==> config.mk <==
export PLATFORM = sky130hd
export DESIGN_NAME = core
export DESIGN_NICKNAME = d
export VERILOG_FILES = /design/src/hw/core_pkg.sv /design/src/hw/core.sv /design/src/hw/control_unit.sv /design/src/hw/immediate_generator.sv /design/src/hw/register_file.sv /design/src/hw/alu.sv
export SDC_FILE = /design/constraint.sdc
export NUM_CORES = 2
export LEC_CHECK = 0
export BUFFER_PORTS_ARGS = -buffer_cell sky130_fd_sc_hd__buf_2
export CORE_MARGIN = 2
export CORE_UTILIZATION = 47
export DETAILED_ROUTE_END_ITERATION = 7
export HOLD_SLACK_MARGIN = 0.05
export SLEW_MARGIN = 0
export SYNTH_ARGS = -nofsm -noshare
export SYNTH_HDL_FRONTEND = slang
export SYNTH_HIERARCHICAL = 1
export SYNTH_SLANG_ARGS = --single-unit
==> constraint.sdc <==
create_clock -name clk -period 7.5 [get_ports clk]
set_input_delay 0 -clock clk [delete_from_list [all_inputs] [get_ports clk]]
set_output_delay 0 -clock clk [all_outputs]
set_load 0.05 [all_outputs]
==> src/hw/core_pkg.sv <==
`default_nettype none

package core_pkg;

    // machine word, used for data, addresses and the pc
    typedef logic [31:0] word_t;
    typedef logic [4:0]  reg_index_t;
    typedef logic [6:0]  opcode_t;

    // **************************************************
    // major opcodes of the supported rv32i subset
    // **************************************************
    localparam opcode_t opcode_op     = 7'b0110011;
    localparam opcode_t opcode_op_imm = 7'b0010011;
    localparam opcode_t opcode_load   = 7'b0000011;
    localparam opcode_t opcode_store  = 7'b0100011;
    localparam opcode_t opcode_branch = 7'b1100011;
    localparam opcode_t opcode_jal    = 7'b1101111;
    localparam opcode_t opcode_jalr   = 7'b1100111;
    localparam opcode_t opcode_lui    = 7'b0110111;
    localparam opcode_t opcode_auipc  = 7'b0010111;

    typedef enum logic [3:0] {
        alu_add,
        alu_sub,
        alu_and,
        alu_or,
        alu_xor,
        alu_slt,
        alu_sltu,
        alu_sll,
        alu_srl,
        alu_sra
    } alu_op_t;

    // operand and writeback source selects
    typedef enum logic [1:0] {a_sel_pc, a_sel_old_pc, a_sel_rs1, a_sel_zero} alu_a_sel_t;

    typedef enum logic [1:0] {b_sel_rs2, b_sel_four, b_sel_imm} alu_b_sel_t;

    typedef enum logic [1:0] {wb_sel_alu, wb_sel_mdr, wb_sel_pc} wb_sel_t;

endpackage

`default_nettype wire
==> src/hw/core.sv <==
`timescale 1ns/1ns
`default_nettype none

module core #(
    parameter core_pkg::word_t boot_address = 32'h0000_0000
) (
    input  wire                   clk,
    input  wire                   reset,
    input  wire                   halt,
    input  wire                   memory_response,
    input  wire core_pkg::word_t  read_data,
    output wire                   memory_read,
    output wire                   memory_write,
    output core_pkg::word_t       address,
    output core_pkg::word_t       write_data
);
    import core_pkg::*;

    // control unit outputs
    logic       pc_write;
    logic       pc_write_cond;
    logic       ir_write;
    logic       address_from_alu;
    logic       reg_write;
    alu_a_sel_t alu_a_sel;
    alu_b_sel_t alu_b_sel;
    wb_sel_t    wb_sel;
    logic       alu_force_op;
    alu_op_t    alu_forced_op;
    logic       alu_decode_immediate;

    // datapath registers
    word_t pc_q;
    word_t old_pc_q;
    word_t instruction_q;
    word_t mdr_q;
    word_t rs1_q;
    word_t rs2_q;
    word_t alu_result_q;

    word_t read_data_1;
    word_t read_data_2;
    word_t immediate;
    word_t operand_a;
    word_t operand_b;
    word_t alu_result;
    word_t writeback_data;
    word_t pc_next;
    logic  zero;

    // **************************************************
    // program counter
    // **************************************************
    // a taken branch uses the target computed in decode
    assign pc_next = pc_write_cond ? alu_result_q : alu_result;

    always_ff @(posedge clk) begin
        if (reset) begin
            pc_q <= boot_address;
        end else if (pc_write || pc_write_cond) begin
            pc_q <= {pc_next[31:1], 1'b0};
        end
    end

    // instruction, memory data and operand registers
    always_ff @(posedge clk) begin
        if (ir_write) begin
            instruction_q <= read_data;
            old_pc_q      <= pc_q;
        end
        if (memory_response) begin
            mdr_q <= read_data;
        end
        rs1_q        <= read_data_1;
        rs2_q        <= read_data_2;
        alu_result_q <= alu_result;
    end

    // **************************************************
    // operand and writeback muxes
    // **************************************************
    always_comb begin
        case (alu_a_sel)
            a_sel_pc:     operand_a = pc_q;
            a_sel_old_pc: operand_a = old_pc_q;
            a_sel_rs1:    operand_a = rs1_q;
            default:      operand_a = '0;
        endcase
    end

    always_comb begin
        case (alu_b_sel)
            b_sel_rs2:  operand_b = rs2_q;
            b_sel_four: operand_b = 32'd4;
            default:    operand_b = immediate;
        endcase
    end

    always_comb begin
        case (wb_sel)
            wb_sel_mdr: writeback_data = mdr_q;
            wb_sel_pc:  writeback_data = pc_q;
            default:    writeback_data = alu_result_q;
        endcase
    end

    assign address    = address_from_alu ? alu_result_q : pc_q;
    assign write_data = rs2_q;

    control_unit control_unit_i (
        .clk                  (clk),
        .reset                (reset),
        .halt                 (halt),
        .memory_response      (memory_response),
        .opcode               (instruction_q[6:0]),
        .funct3               (instruction_q[14:12]),
        .zero                 (zero),
        .pc_write             (pc_write),
        .pc_write_cond        (pc_write_cond),
        .branch_invert        (),
        .ir_write             (ir_write),
        .address_from_alu     (address_from_alu),
        .memory_read          (memory_read),
        .memory_write         (memory_write),
        .reg_write            (reg_write),
        .alu_a_sel            (alu_a_sel),
        .alu_b_sel            (alu_b_sel),
        .wb_sel               (wb_sel),
        .alu_force_op         (alu_force_op),
        .alu_forced_op        (alu_forced_op),
        .alu_decode_immediate (alu_decode_immediate)
    );

    register_file register_file_i (
        .clk          (clk),
        .reg_write    (reg_write),
        .read_index_1 (instruction_q[19:15]),
        .read_index_2 (instruction_q[24:20]),
        .write_index  (instruction_q[11:7]),
        .write_data   (writeback_data),
        .read_data_1  (read_data_1),
        .read_data_2  (read_data_2)
    );

    alu alu_i (
        .force_op         (alu_force_op),
        .forced_op        (alu_forced_op),
        .decode_immediate (alu_decode_immediate),
        .funct3           (instruction_q[14:12]),
        .funct7_bit5      (instruction_q[30]),
        .operand_a        (operand_a),
        .operand_b        (operand_b),
        .result           (alu_result),
        .zero             (zero)
    );

    immediate_generator immediate_generator_i (
        .instruction (instruction_q),
        .immediate   (immediate)
    );

endmodule

`default_nettype wire

==> src/hw/control_unit.sv <==
`timescale 1ns/1ns
`default_nettype none

module control_unit (
    input  wire                     clk,
    input  wire                     reset,
    input  wire                     halt,
    input  wire                     memory_response,
    input  wire core_pkg::opcode_t  opcode,
    input  wire [2:0]               funct3,
    input  wire                     zero,
    output logic                    pc_write,
    output logic                    pc_write_cond,
    output logic                    branch_invert,
    output logic                    ir_write,
    output logic                    address_from_alu,
    output logic                    memory_read,
    output logic                    memory_write,
    output logic                    reg_write,
    output core_pkg::alu_a_sel_t    alu_a_sel,
    output core_pkg::alu_b_sel_t    alu_b_sel,
    output core_pkg::wb_sel_t       wb_sel,
    output logic                    alu_force_op,
    output core_pkg::alu_op_t       alu_forced_op,
    output logic                    alu_decode_immediate
);
    import core_pkg::*;

    typedef enum logic [2:0] {
        state_idle,
        state_fetch,
        state_decode,
        state_execute,
        state_memory,
        state_writeback
    } state_t;

    state_t  state_q;
    state_t  state_d;
    state_t  fetch_or_idle;
    alu_op_t branch_op;
    logic    branch_taken;
    logic    is_load;

    // halt is sampled at each instruction boundary
    assign fetch_or_idle = halt ? state_idle : state_fetch;
    assign is_load       = (opcode == opcode_load);

    // **************************************************
    // branch compare selection
    // **************************************************
    always_comb begin
        if (funct3[2]) begin
            // blt/bge compare with slt, zero means rs1 >= rs2
            branch_op     = funct3[1] ? alu_sltu : alu_slt;
            branch_invert = ~funct3[0];
        end else begin
            branch_op     = alu_sub;
            branch_invert = funct3[0];
        end
    end

    assign branch_taken = zero ^ branch_invert;

    always_ff @(posedge clk) begin
        if (reset) begin
            state_q <= state_idle;
        end else begin
            state_q <= state_d;
        end
    end

    // **************************************************
    // next state and datapath controls
    // **************************************************
    always_comb begin
        state_d              = state_q;
        pc_write             = 1'b0;
        pc_write_cond        = 1'b0;
        ir_write             = 1'b0;
        address_from_alu     = 1'b0;
        memory_read          = 1'b0;
        memory_write         = 1'b0;
        reg_write            = 1'b0;
        alu_a_sel            = a_sel_pc;
        alu_b_sel            = b_sel_four;
        wb_sel               = wb_sel_alu;
        alu_force_op         = 1'b1;
        alu_forced_op        = alu_add;
        alu_decode_immediate = 1'b0;

        case (state_q)
            state_idle: begin
                state_d = fetch_or_idle;
            end
            state_fetch: begin
                // pc + 4 goes to the pc with the instruction
                memory_read = 1'b1;
                if (memory_response) begin
                    ir_write = 1'b1;
                    pc_write = 1'b1;
                    state_d  = state_decode;
                end
            end
            state_decode: begin
                // branch target lands in the alu result register
                alu_a_sel = a_sel_old_pc;
                alu_b_sel = b_sel_imm;
                state_d   = state_execute;
            end
            state_execute: begin
                case (opcode)
                    opcode_op: begin
                        alu_a_sel    = a_sel_rs1;
                        alu_b_sel    = b_sel_rs2;
                        alu_force_op = 1'b0;
                        state_d      = state_writeback;
                    end
                    opcode_op_imm: begin
                        alu_a_sel            = a_sel_rs1;
                        alu_b_sel            = b_sel_imm;
                        alu_force_op         = 1'b0;
                        alu_decode_immediate = 1'b1;
                        state_d              = state_writeback;
                    end
                    opcode_lui: begin
                        alu_a_sel = a_sel_zero;
                        alu_b_sel = b_sel_imm;
                        state_d   = state_writeback;
                    end
                    opcode_auipc: begin
                        alu_a_sel = a_sel_old_pc;
                        alu_b_sel = b_sel_imm;
                        state_d   = state_writeback;
                    end
                    opcode_load, opcode_store: begin
                        alu_a_sel = a_sel_rs1;
                        alu_b_sel = b_sel_imm;
                        state_d   = state_memory;
                    end
                    opcode_branch: begin
                        alu_a_sel     = a_sel_rs1;
                        alu_b_sel     = b_sel_rs2;
                        alu_forced_op = branch_op;
                        pc_write_cond = branch_taken;
                        state_d       = fetch_or_idle;
                    end
                    opcode_jal, opcode_jalr: begin
                        // link is the pc, which already holds pc + 4
                        alu_a_sel = (opcode == opcode_jal) ? a_sel_old_pc : a_sel_rs1;
                        alu_b_sel = b_sel_imm;
                        pc_write  = 1'b1;
                        reg_write = 1'b1;
                        wb_sel    = wb_sel_pc;
                        state_d   = fetch_or_idle;
                    end
                    default: state_d = fetch_or_idle;
                endcase
            end
            state_memory: begin
                // same alu inputs keep the address steady
                alu_a_sel        = a_sel_rs1;
                alu_b_sel        = b_sel_imm;
                address_from_alu = 1'b1;
                memory_read      = is_load;
                memory_write     = ~is_load;
                if (memory_response) begin
                    state_d = is_load ? state_writeback : fetch_or_idle;
                end
            end
            state_writeback: begin
                reg_write = 1'b1;
                wb_sel    = is_load ? wb_sel_mdr : wb_sel_alu;
                state_d   = fetch_or_idle;
            end
            default: state_d = state_idle;
        endcase
    end

endmodule

`default_nettype wire

==> src/hw/immediate_generator.sv <==
`timescale 1ns/1ns
`default_nettype none

module immediate_generator (
    input  wire core_pkg::word_t  instruction,
    output core_pkg::word_t       immediate
);
    import core_pkg::*;

    opcode_t opcode;

    assign opcode = instruction[6:0];

    always_comb begin
        case (opcode)
            // i-type
            opcode_op_imm, opcode_load, opcode_jalr: begin
                immediate = {{20{instruction[31]}}, instruction[31:20]};
            end
            opcode_store: begin
                immediate = {{20{instruction[31]}}, instruction[31:25], instruction[11:7]};
            end
            opcode_branch: begin
                immediate = {{20{instruction[31]}}, instruction[7], instruction[30:25],
                             instruction[11:8], 1'b0};
            end
            opcode_jal: begin
                immediate = {{12{instruction[31]}}, instruction[19:12], instruction[20],
                             instruction[30:21], 1'b0};
            end
            // u-type, low bits are zero
            opcode_lui, opcode_auipc: begin
                immediate = {instruction[31:12], 12'b0};
            end
            default: immediate = '0;
        endcase
    end

endmodule

`default_nettype wire

==> src/hw/register_file.sv <==
`timescale 1ns/1ns
`default_nettype none

module register_file (
    input  wire                        clk,
    input  wire                        reg_write,
    input  wire core_pkg::reg_index_t  read_index_1,
    input  wire core_pkg::reg_index_t  read_index_2,
    input  wire core_pkg::reg_index_t  write_index,
    input  wire core_pkg::word_t       write_data,
    output core_pkg::word_t            read_data_1,
    output core_pkg::word_t            read_data_2
);
    import core_pkg::*;

    // x0 has no storage
    word_t registers [1:31];

    always_ff @(posedge clk) begin
        if (reg_write && write_index != '0) begin
            registers[write_index] <= write_data;
        end
    end

    assign read_data_1 = (read_index_1 == '0) ? '0 : registers[read_index_1];
    assign read_data_2 = (read_index_2 == '0) ? '0 : registers[read_index_2];

endmodule

`default_nettype wire

==> src/hw/alu.sv <==
`timescale 1ns/1ns
`default_nettype none

module alu (
    input  wire                     force_op,
    input  wire core_pkg::alu_op_t  forced_op,
    input  wire                     decode_immediate,
    input  wire [2:0]               funct3,
    input  wire                     funct7_bit5,
    input  wire core_pkg::word_t    operand_a,
    input  wire core_pkg::word_t    operand_b,
    output core_pkg::word_t         result,
    output logic                    zero
);
    import core_pkg::*;

    alu_op_t decoded_op;
    alu_op_t op;

    // funct3/funct7 decode for op and op-imm instructions
    always_comb begin
        case (funct3)
            3'b000:  decoded_op = (!decode_immediate && funct7_bit5) ? alu_sub : alu_add;
            3'b001:  decoded_op = alu_sll;
            3'b010:  decoded_op = alu_slt;
            3'b011:  decoded_op = alu_sltu;
            3'b100:  decoded_op = alu_xor;
            // srai keeps funct7 bit 5 even in the immediate form
            3'b101:  decoded_op = funct7_bit5 ? alu_sra : alu_srl;
            3'b110:  decoded_op = alu_or;
            default: decoded_op = alu_and;
        endcase
    end

    assign op = force_op ? forced_op : decoded_op;

    always_comb begin
        case (op)
            alu_add:  result = operand_a + operand_b;
            alu_sub:  result = operand_a - operand_b;
            alu_and:  result = operand_a & operand_b;
            alu_or:   result = operand_a | operand_b;
            alu_xor:  result = operand_a ^ operand_b;
            alu_slt:  result = {31'b0, $signed(operand_a) < $signed(operand_b)};
            alu_sltu: result = {31'b0, operand_a < operand_b};
            alu_sll:  result = operand_a << operand_b[4:0];
            alu_srl:  result = operand_a >> operand_b[4:0];
            alu_sra:  result = word_t'($signed(operand_a) >>> operand_b[4:0]);
            default:  result = '0;
        endcase
    end

    // used by the branch compares
    assign zero = (result == '0);

endmodule

`default_nettype wire

Word level (Yosys, flattened, before mapping) --
Memory sizes are Yosys's and may differ from the RTL's. A register that Yosys moved wholly into a read port is not among the register bits. Cells that the tools add are included. W data, S select, Z words.
Storage, ports and cells: flip-flop bits (word level) 161, bits in writable memories 992, bits of input ports 36, word-level logic and storage cells 127, memories 1
Operators by class: add/subtract/negate cells 2, order comparisons 2, eq/ne operators 36, shifts and indexed selects 3, muxes and demuxes 46, bitwise logic cells 6, reduce and logical (&&, ||, !) cells 25
Memory list:
- register_file_i.registers | words 31, width 32, read ports 2, clocked after memory_dff 2, wr ports 1, line register_file.sv:17 | word_t registers [1:31];
Operator list (number):
- $pmux W32 S10 | 1
- $pmux W32 S5 | 1
- $pmux W32 S2 | 2
- $pmux W32 S3 | 1
- $lt A32 B32 Y1 | 2
- $mux W32 | 2
- $add A32 B32 Y32 | 1
- $and A32 B32 Y32 | 1
- $logic_not A32 Y1 | 1
- $or A32 B32 Y32 | 1
- $shl A32 B5 Y32 | 1
- $shr A32 B5 Y32 | 1
- $sshr A32 B5 Y32 | 1
- $sub A32 B32 Y32 | 1
- $xor A32 B32 Y32 | 1
- $pmux W4 S7 | 1
- $eq A7 B6 Y1 const B | 3
- $eq A7 B7 Y1 const B | 3
- $mux W1 | 18
- $eq A4 B3 Y1 const B | 4
- $mux W4 | 4
- $eq A3 B3 Y1 const B | 5
- $pmux W3 S5 | 1
- $eq A7 B5 Y1 const B | 2
- 32 further kinds | 61

Logic depth before layout (Yosys ltp) --
word-level depth 15, gate-level depth with buffers 32, gate-level depth less buffers 24

Modules after synthesis --
The synthesis kept the hierarchy.
By module, submodules not included:
- register_file | times used 1, cells each 2593, area each 46489.6 sq um, seq. area each 29788.6 sq um
- alu | times used 1, cells each 1460, area each 9909.5 sq um, seq. area each 0.0 sq um
- core | times used 1, cells each 596, area each 8210.4 sq um, seq. area each 5395.2 sq um
- immediate_generator | times used 1, cells each 79, area each 546.8 sq um, seq. area each 0.0 sq um
- control_unit | times used 1, cells each 75, area each 509.2 sq um, seq. area each 60.1 sq um

Worst setup path after synthesis --
No wires, ideal clock.
path type register to register, from reg instruction_q[4], to reg pc_q[10], arrival 7.143 ns, data required time 7.362 ns, setup slack 0.219 ns, stages on the path, launching flop included 32, buffers on the path 9, clock period less this slack 7.281 ns, cells stage by stage edfxtp_1 -> clkbuf_1 -> nand2b_1 -> or3_1 -> and3_1 -> o21ai_0 -> buf_2 -> buf_2 -> nand2_1 -> o21ai_0 -> clkbuf_1 -> clkinv_1 -> clkbuf_1 -> clkbuf_1 -> buf_1 -> ha_1 -> buf_2 -> nand2b_1 -> a211oi_1 -> a2bb2oi_1 -> o22ai_1 -> a2111o_1 -> or4_1 -> nor4_2 -> nand4b_1 -> or4_1 -> nor4_2 -> xnor2_1 -> nor2_2 -> inv_1 -> clkbuf_1 -> a211oi_1
RTL lines:
- start, declared | line core.sv:35 | word_t instruction_q;
- start signal, assigned | line core.sv:68 | instruction_q <= read_data;
- $eq A7 B7 Y1, or another cell as far along | line control_unit.sv:112 | case (opcode)
- $reduce_or A7 Y1 (no line) or $reduce_or A2 Y1 (tied branches)
- $pmux W2 S2 (*) | line control_unit.sv:112
- $pmux W2 S2 (*) | line control_unit.sv:92 | case (state_q)
- via alu_b_sel[1] | line core.sv:26 | alu_b_sel_t alu_b_sel;
- $eq A2 B1 Y1 or $logic_not A2 Y1 (tied branches) | line core.sv:92 | case (alu_b_sel)
- $pmux W32 S2 (*) | line core.sv:92
- via operand_b[2] | line core.sv:45 | word_t operand_b;
- [... 2 more ...]
- via alu_result[4] | line core.sv:46 | word_t alu_result;
- $logic_not A32 Y1 (*) | line alu.sv:54 | assign zero = (result == '0);
- via zero | line core.sv:49 | logic zero;
- $xor A1 B1 Y1 (*) | line control_unit.sv:63 | assign branch_taken = zero ^ branch_invert;
- $mux W1 (*) | line control_unit.sv:112
- $mux W1 (*) | line control_unit.sv:92
- via pc_write_cond | line core.sv:21 | logic pc_write_cond;
- $mux W32 or $logic_or A1 B1 Y1 (tied branches) | line core.sv:55, core.sv:60
- end signal, assigned | line core.sv:59 | pc_q <= boot_address;
- end signal, assigned | line core.sv:61 | pc_q <= {pc_next[31:1], 1'b0};
- end, declared | line core.sv:33 | word_t pc_q;
The timed path passes the listed nets; every way through them passes the cells marked *. A chain may end at the register's enable or synchronous reset.

Worst setup path in the final report --
from reg control_unit_i.state_q[2], to reg pc_q[7]
RTL lines:
- start, declared | line control_unit.sv:38 | state_t state_q;
- start signal, assigned | line control_unit.sv:67 | state_q <= state_idle;
- start signal, assigned | line control_unit.sv:69 | state_q <= state_d;
- $eq A3 B2 Y1 or $eq A3 B3 Y1 (tied branches) | line control_unit.sv:92
- $reduce_or A2 Y1 (no line)
- $pmux W2 S2 (*) | line control_unit.sv:92
- via alu_b_sel[0] | line core.sv:26
- $eq A2 B1 Y1 or $logic_not A2 Y1 (tied branches) | line core.sv:92
- $pmux W32 S2 (*) | line core.sv:92
- via operand_b[1] | line core.sv:45
- $sub A32 B32 Y32, or another cell as far along | line alu.sv:40 | alu_sub: result = operand_a - operand_b;
- $pmux W32 S10 (*) | line alu.sv:38 | case (op)
- via alu_result[17] | line core.sv:46
- $logic_not A32 Y1 (*) | line alu.sv:54
- via zero | line core.sv:49
- $xor A1 B1 Y1 (*) | line control_unit.sv:63
- $mux W1 (*) | line control_unit.sv:112
- $mux W1 (*) | line control_unit.sv:92
- via pc_write_cond | line core.sv:21
- $mux W32 or $logic_or A1 B1 Y1 (tied branches) | line core.sv:55, core.sv:60
Marked as above.

==> impl_metrics.env <==
export IMPL_status="finished, final reports clean"
export IMPL_setup_tns_ns=0
export IMPL_slew_headroom_pct=11.43
export IMPL_worstMarginPinSlew_ns=1.329
export IMPL_place_congestion=1.105
export IMPL_arrival_ns=7.90
export IMPL_leakage_nw=25.89
export IMPL_syn2layout_area_growth_pct=13.57
export IMPL_cts_sinks=1217
export IMPL_first_iter_violations=7116
export IMPL_yosysSeqAreaShare_pct=53.67
export IMPL_r2r_start="control_unit_i/state_q[2]"
export IMPL_finalSetupViolCount=0
export IMPL_ant_nets=0
export IMPL_die_area_sq_um=142700
export IMPL_viasPerCell=6.870
export IMPL_wl_um=248000
export IMPL_core_sq_um=139000
export IMPL_worst_r2r_path_depth=27
export IMPL_cts_tree="yes"
export IMPL_antenna_found_initial=20
export IMPL_rsz0062_at_grt="no"
export IMPL_hpwl_um=159200
export IMPL_cts_clk_slew_worst_paths_ns=0.06
export IMPL_yosys_area_top_type="edfxtp_1"
export IMPL_cp_slowest_cell="or4_1"
export IMPL_die_h_um=377.8
export IMPL_drc_errors=0
export IMPL_start_util_pct=47.24
export IMPL_ys_types=118
export IMPL_ys_async_sr_fraction_pct=0
export IMPL_met3_usage_pct=7.412
export IMPL_layout_drive_gt1_share_pct=23.33
export IMPL_netlist_instances=4803
export IMPL_grt_pass1_wl_um=347700
export IMPL_clockBufferDepth=3
export IMPL_hold_viol=0
export IMPL_grt_max_degree=119
export IMPL_ir_drop_v=0.0001792
export IMPL_num_rows=137
export IMPL_finClkSkew_ns=0.04458
export IMPL_rr_endpoint="pc_q[7]"
export IMPL_dp_slack_ns=0.1327
export IMPL_cts_root_buffer_cell="clkbuf_16"
export IMPL_pwr_density_cell_nw_per_um2=217.5
export IMPL_pin_count=102
export IMPL_io_buffers=101
export IMPL_track_usage_pct=34.46
export IMPL_hp_start="read_data[0]"
export IMPL_wl_per_cell_um=35.51
export IMPL_grt_busiest_layer="met2"
export IMPL_hold_depth=2
export IMPL_hp_class="primary input to flip-flop"
export IMPL_grt_pass1_vias=46060
export IMPL_finalNetCount=5129
export IMPL_crit_fanout=30
export IMPL_synth_top_area_share_pct=49.71
export IMPL_numCtsBuffers=135
export IMPL_grtUsageMet1_pct=48.37
export IMPL_slew_viol_final=0
export IMPL_ys_seq_elements=1217
export IMPL_syn_area_per_cell_sq_um=13.67
export IMPL_use_met2_pct=51.60
export IMPL_drv_cap=0
export IMPL_min_to="mdr_q[0]"
export IMPL_fp_dieW_um=377.8
export IMPL_end_kind="flip-flop"
export IMPL_cp_slowest_stage_delay_ns=0.56
export IMPL_synthesis_nets=4942
export IMPL_yosys_warnings=6
export IMPL_period_minus_slack_ns=7.238
export IMPL_synth_area_sq_um=65670
export IMPL_clk_latency_ns=0.78
export IMPL_startpoint_type="flip-flop"
export IMPL_synth_edf_count=1087
export IMPL_critPathRequiredTime_ns=8.16
export IMPL_gr_total_overflow=0
export IMPL_path_class="flip-flop to flip-flop"
export IMPL_setup_slack_ns=0.2618
export IMPL_fmax_mhz=138.2
export IMPL_drt_pass1_iter_count=7
export IMPL_synthFlopType="edfxtp_1"
export IMPL_period_share_pct=96.51
export IMPL_r2r_setup_slack_ns=0.26
export IMPL_htreeDepth=4
export IMPL_synth_area_leaders="edfxtp_1 50%, mux4_2 12%, mux2i_1 7.0%"
export IMPL_vias=47990
-- layout make-up --
class	count	area, sq um
multi-input cells	3106	28700
flip-flops and latches	1217	35240
inverters	101	379.1
well taps	1876	2347
fillers	11490	64440
diodes	5	12.51
repair buffers	429	3314
clock buffers	188	3834
clock inverters	63	749.5
-- per-stage QoR --
| stage | cells | power [mW] | utilization [%] | cell area (sq um) | hold slack [ns] |
|---|---|---|---|---|---|
| 5_1_grt | 6980 | 16.62 | 53.64 | 74570 | 0.07932 |
| 3_3_place_gp | 6663 | 9.455 | 49.78 | 69200 | 0.1967 |
| 3_5_place_dp | 6663 | 9.449 | 49.78 | 69200 | 0.1930 |
| 4_1_cts | 6972 | 16.21 | 53.49 | 74360 | 0.05250 |
| 2_1_floorplan | 4803 | 8.767 | - | 65670 | 0.06907 |
| 6_report | 6985 | 16.22 | 53.65 | 74580 | 0.1020 |
-- how the worst max path moves through the flow --
stage / startpoint / endpoint / slack (ns) / cells after the start
2_1_floorplan: instruction_q[4] / pc_q[10] / 0.22 / 31
3_3_place_gp: instruction_q[3] / pc_q[29] / 0.08 / 24
3_5_place_dp: instruction_q[4] / pc_q[8] / 0.13 / 25
4_1_cts: instruction_q[3] / pc_q[7] / 0.08 / 24
5_1_grt: control_unit_i/state_q[1] / pc_q[7] / 0.01 / 26
6_report: control_unit_i/state_q[2] / pc_q[7] / 0.26 / 27
-- power by group --
group / internal (mW) / switching, mW / leakage [nW]
logic: 0.581 / 1.16 / 12.5
registers: 7.56 / 0.118 / 11.1
clock network: 3.99 / 2.82 / 2.24
-- logic make-up (layout without fill, tap and decap cells) --
logic type               Yosys count  count (layout)  share of synthesized area (%)
flip-flops                      1217            1217                          53.67
AO/OA/AOI/OAI                   1062            1062                          11.62
AND/OR/NAND/NOR                  992             992                          7.383
multiplexers                     925             925                          21.44
buffers and inverters            480             781                          3.596
adder cells (fa/ha/maj)          103             103                          1.985
XOR/XNOR                          23              23                         0.3068
other                              1               6                       0.005711
-- sequential cells by signal, indices dropped and copies added (netlist names) --
signal,flops
old_pc_q,31
register_file_i/registers,992
alu_result_q,32
instruction_q,32
mdr_q,32
pc_q,31
write_data,32
rs1_q,32
control_unit_i/state_q,3
-- worst max-delay path, delay by kind of cell (launching register included) --
family,cells,cell delay (ns)
xor+xnor,2,0.42
fa+ha+maj,1,0.35
buf+inv,6,1.14
simple gates,11,2.77
flops,1,0.40
compound gates,7,2.03
-- placed cells by master, fill, tap and decap left out, types with 97 or more instances in the layout --
cell       Yosys  routed
nand2_1      277     277
dfxtp_1      130     130
buf_4         29     250
edfxtp_1    1087    1087
ha_1         101      98
clkbuf_16      0     140
buf_2        113     101
nand3_1       98      98
nor2_1       259     225
mux4_2       362     362
mux2i_1      459     451
a21oi_1      174     171
inv_1         99      97
o21ai_0      172     137
a22oi_1      149     149
-- synth_stat cells (all sizes together) (100+ instances only) --
cell type	n
a21oi	176
a22oi	149
buf	203
clkbuf	176
dfxtp	130
edfxtp	1087
ha	101
inv	100
mux2i	459
mux4	372
nand2	277
nor2	261
o21ai	188
-- what timing repair did --
action | in CTS | in global routing
buffers inserted | 0 | 8
endpoints found under the setup margin | 0 | 31
hold buffers | 58 | 0
endpoints found under the hold margin | 111 | 0
gates resized for setup | 0 | 30
-- layer usage --
metal / wire length [um] / vias to the layer above
li1: - / 19620
met1: 98650 / 24710
met2: 110200 / 3047
met3: 26880 / 595
met4: 12220 / 15
met5: 118 / -
No activity file was read; power rests on OpenSTA's default activity.
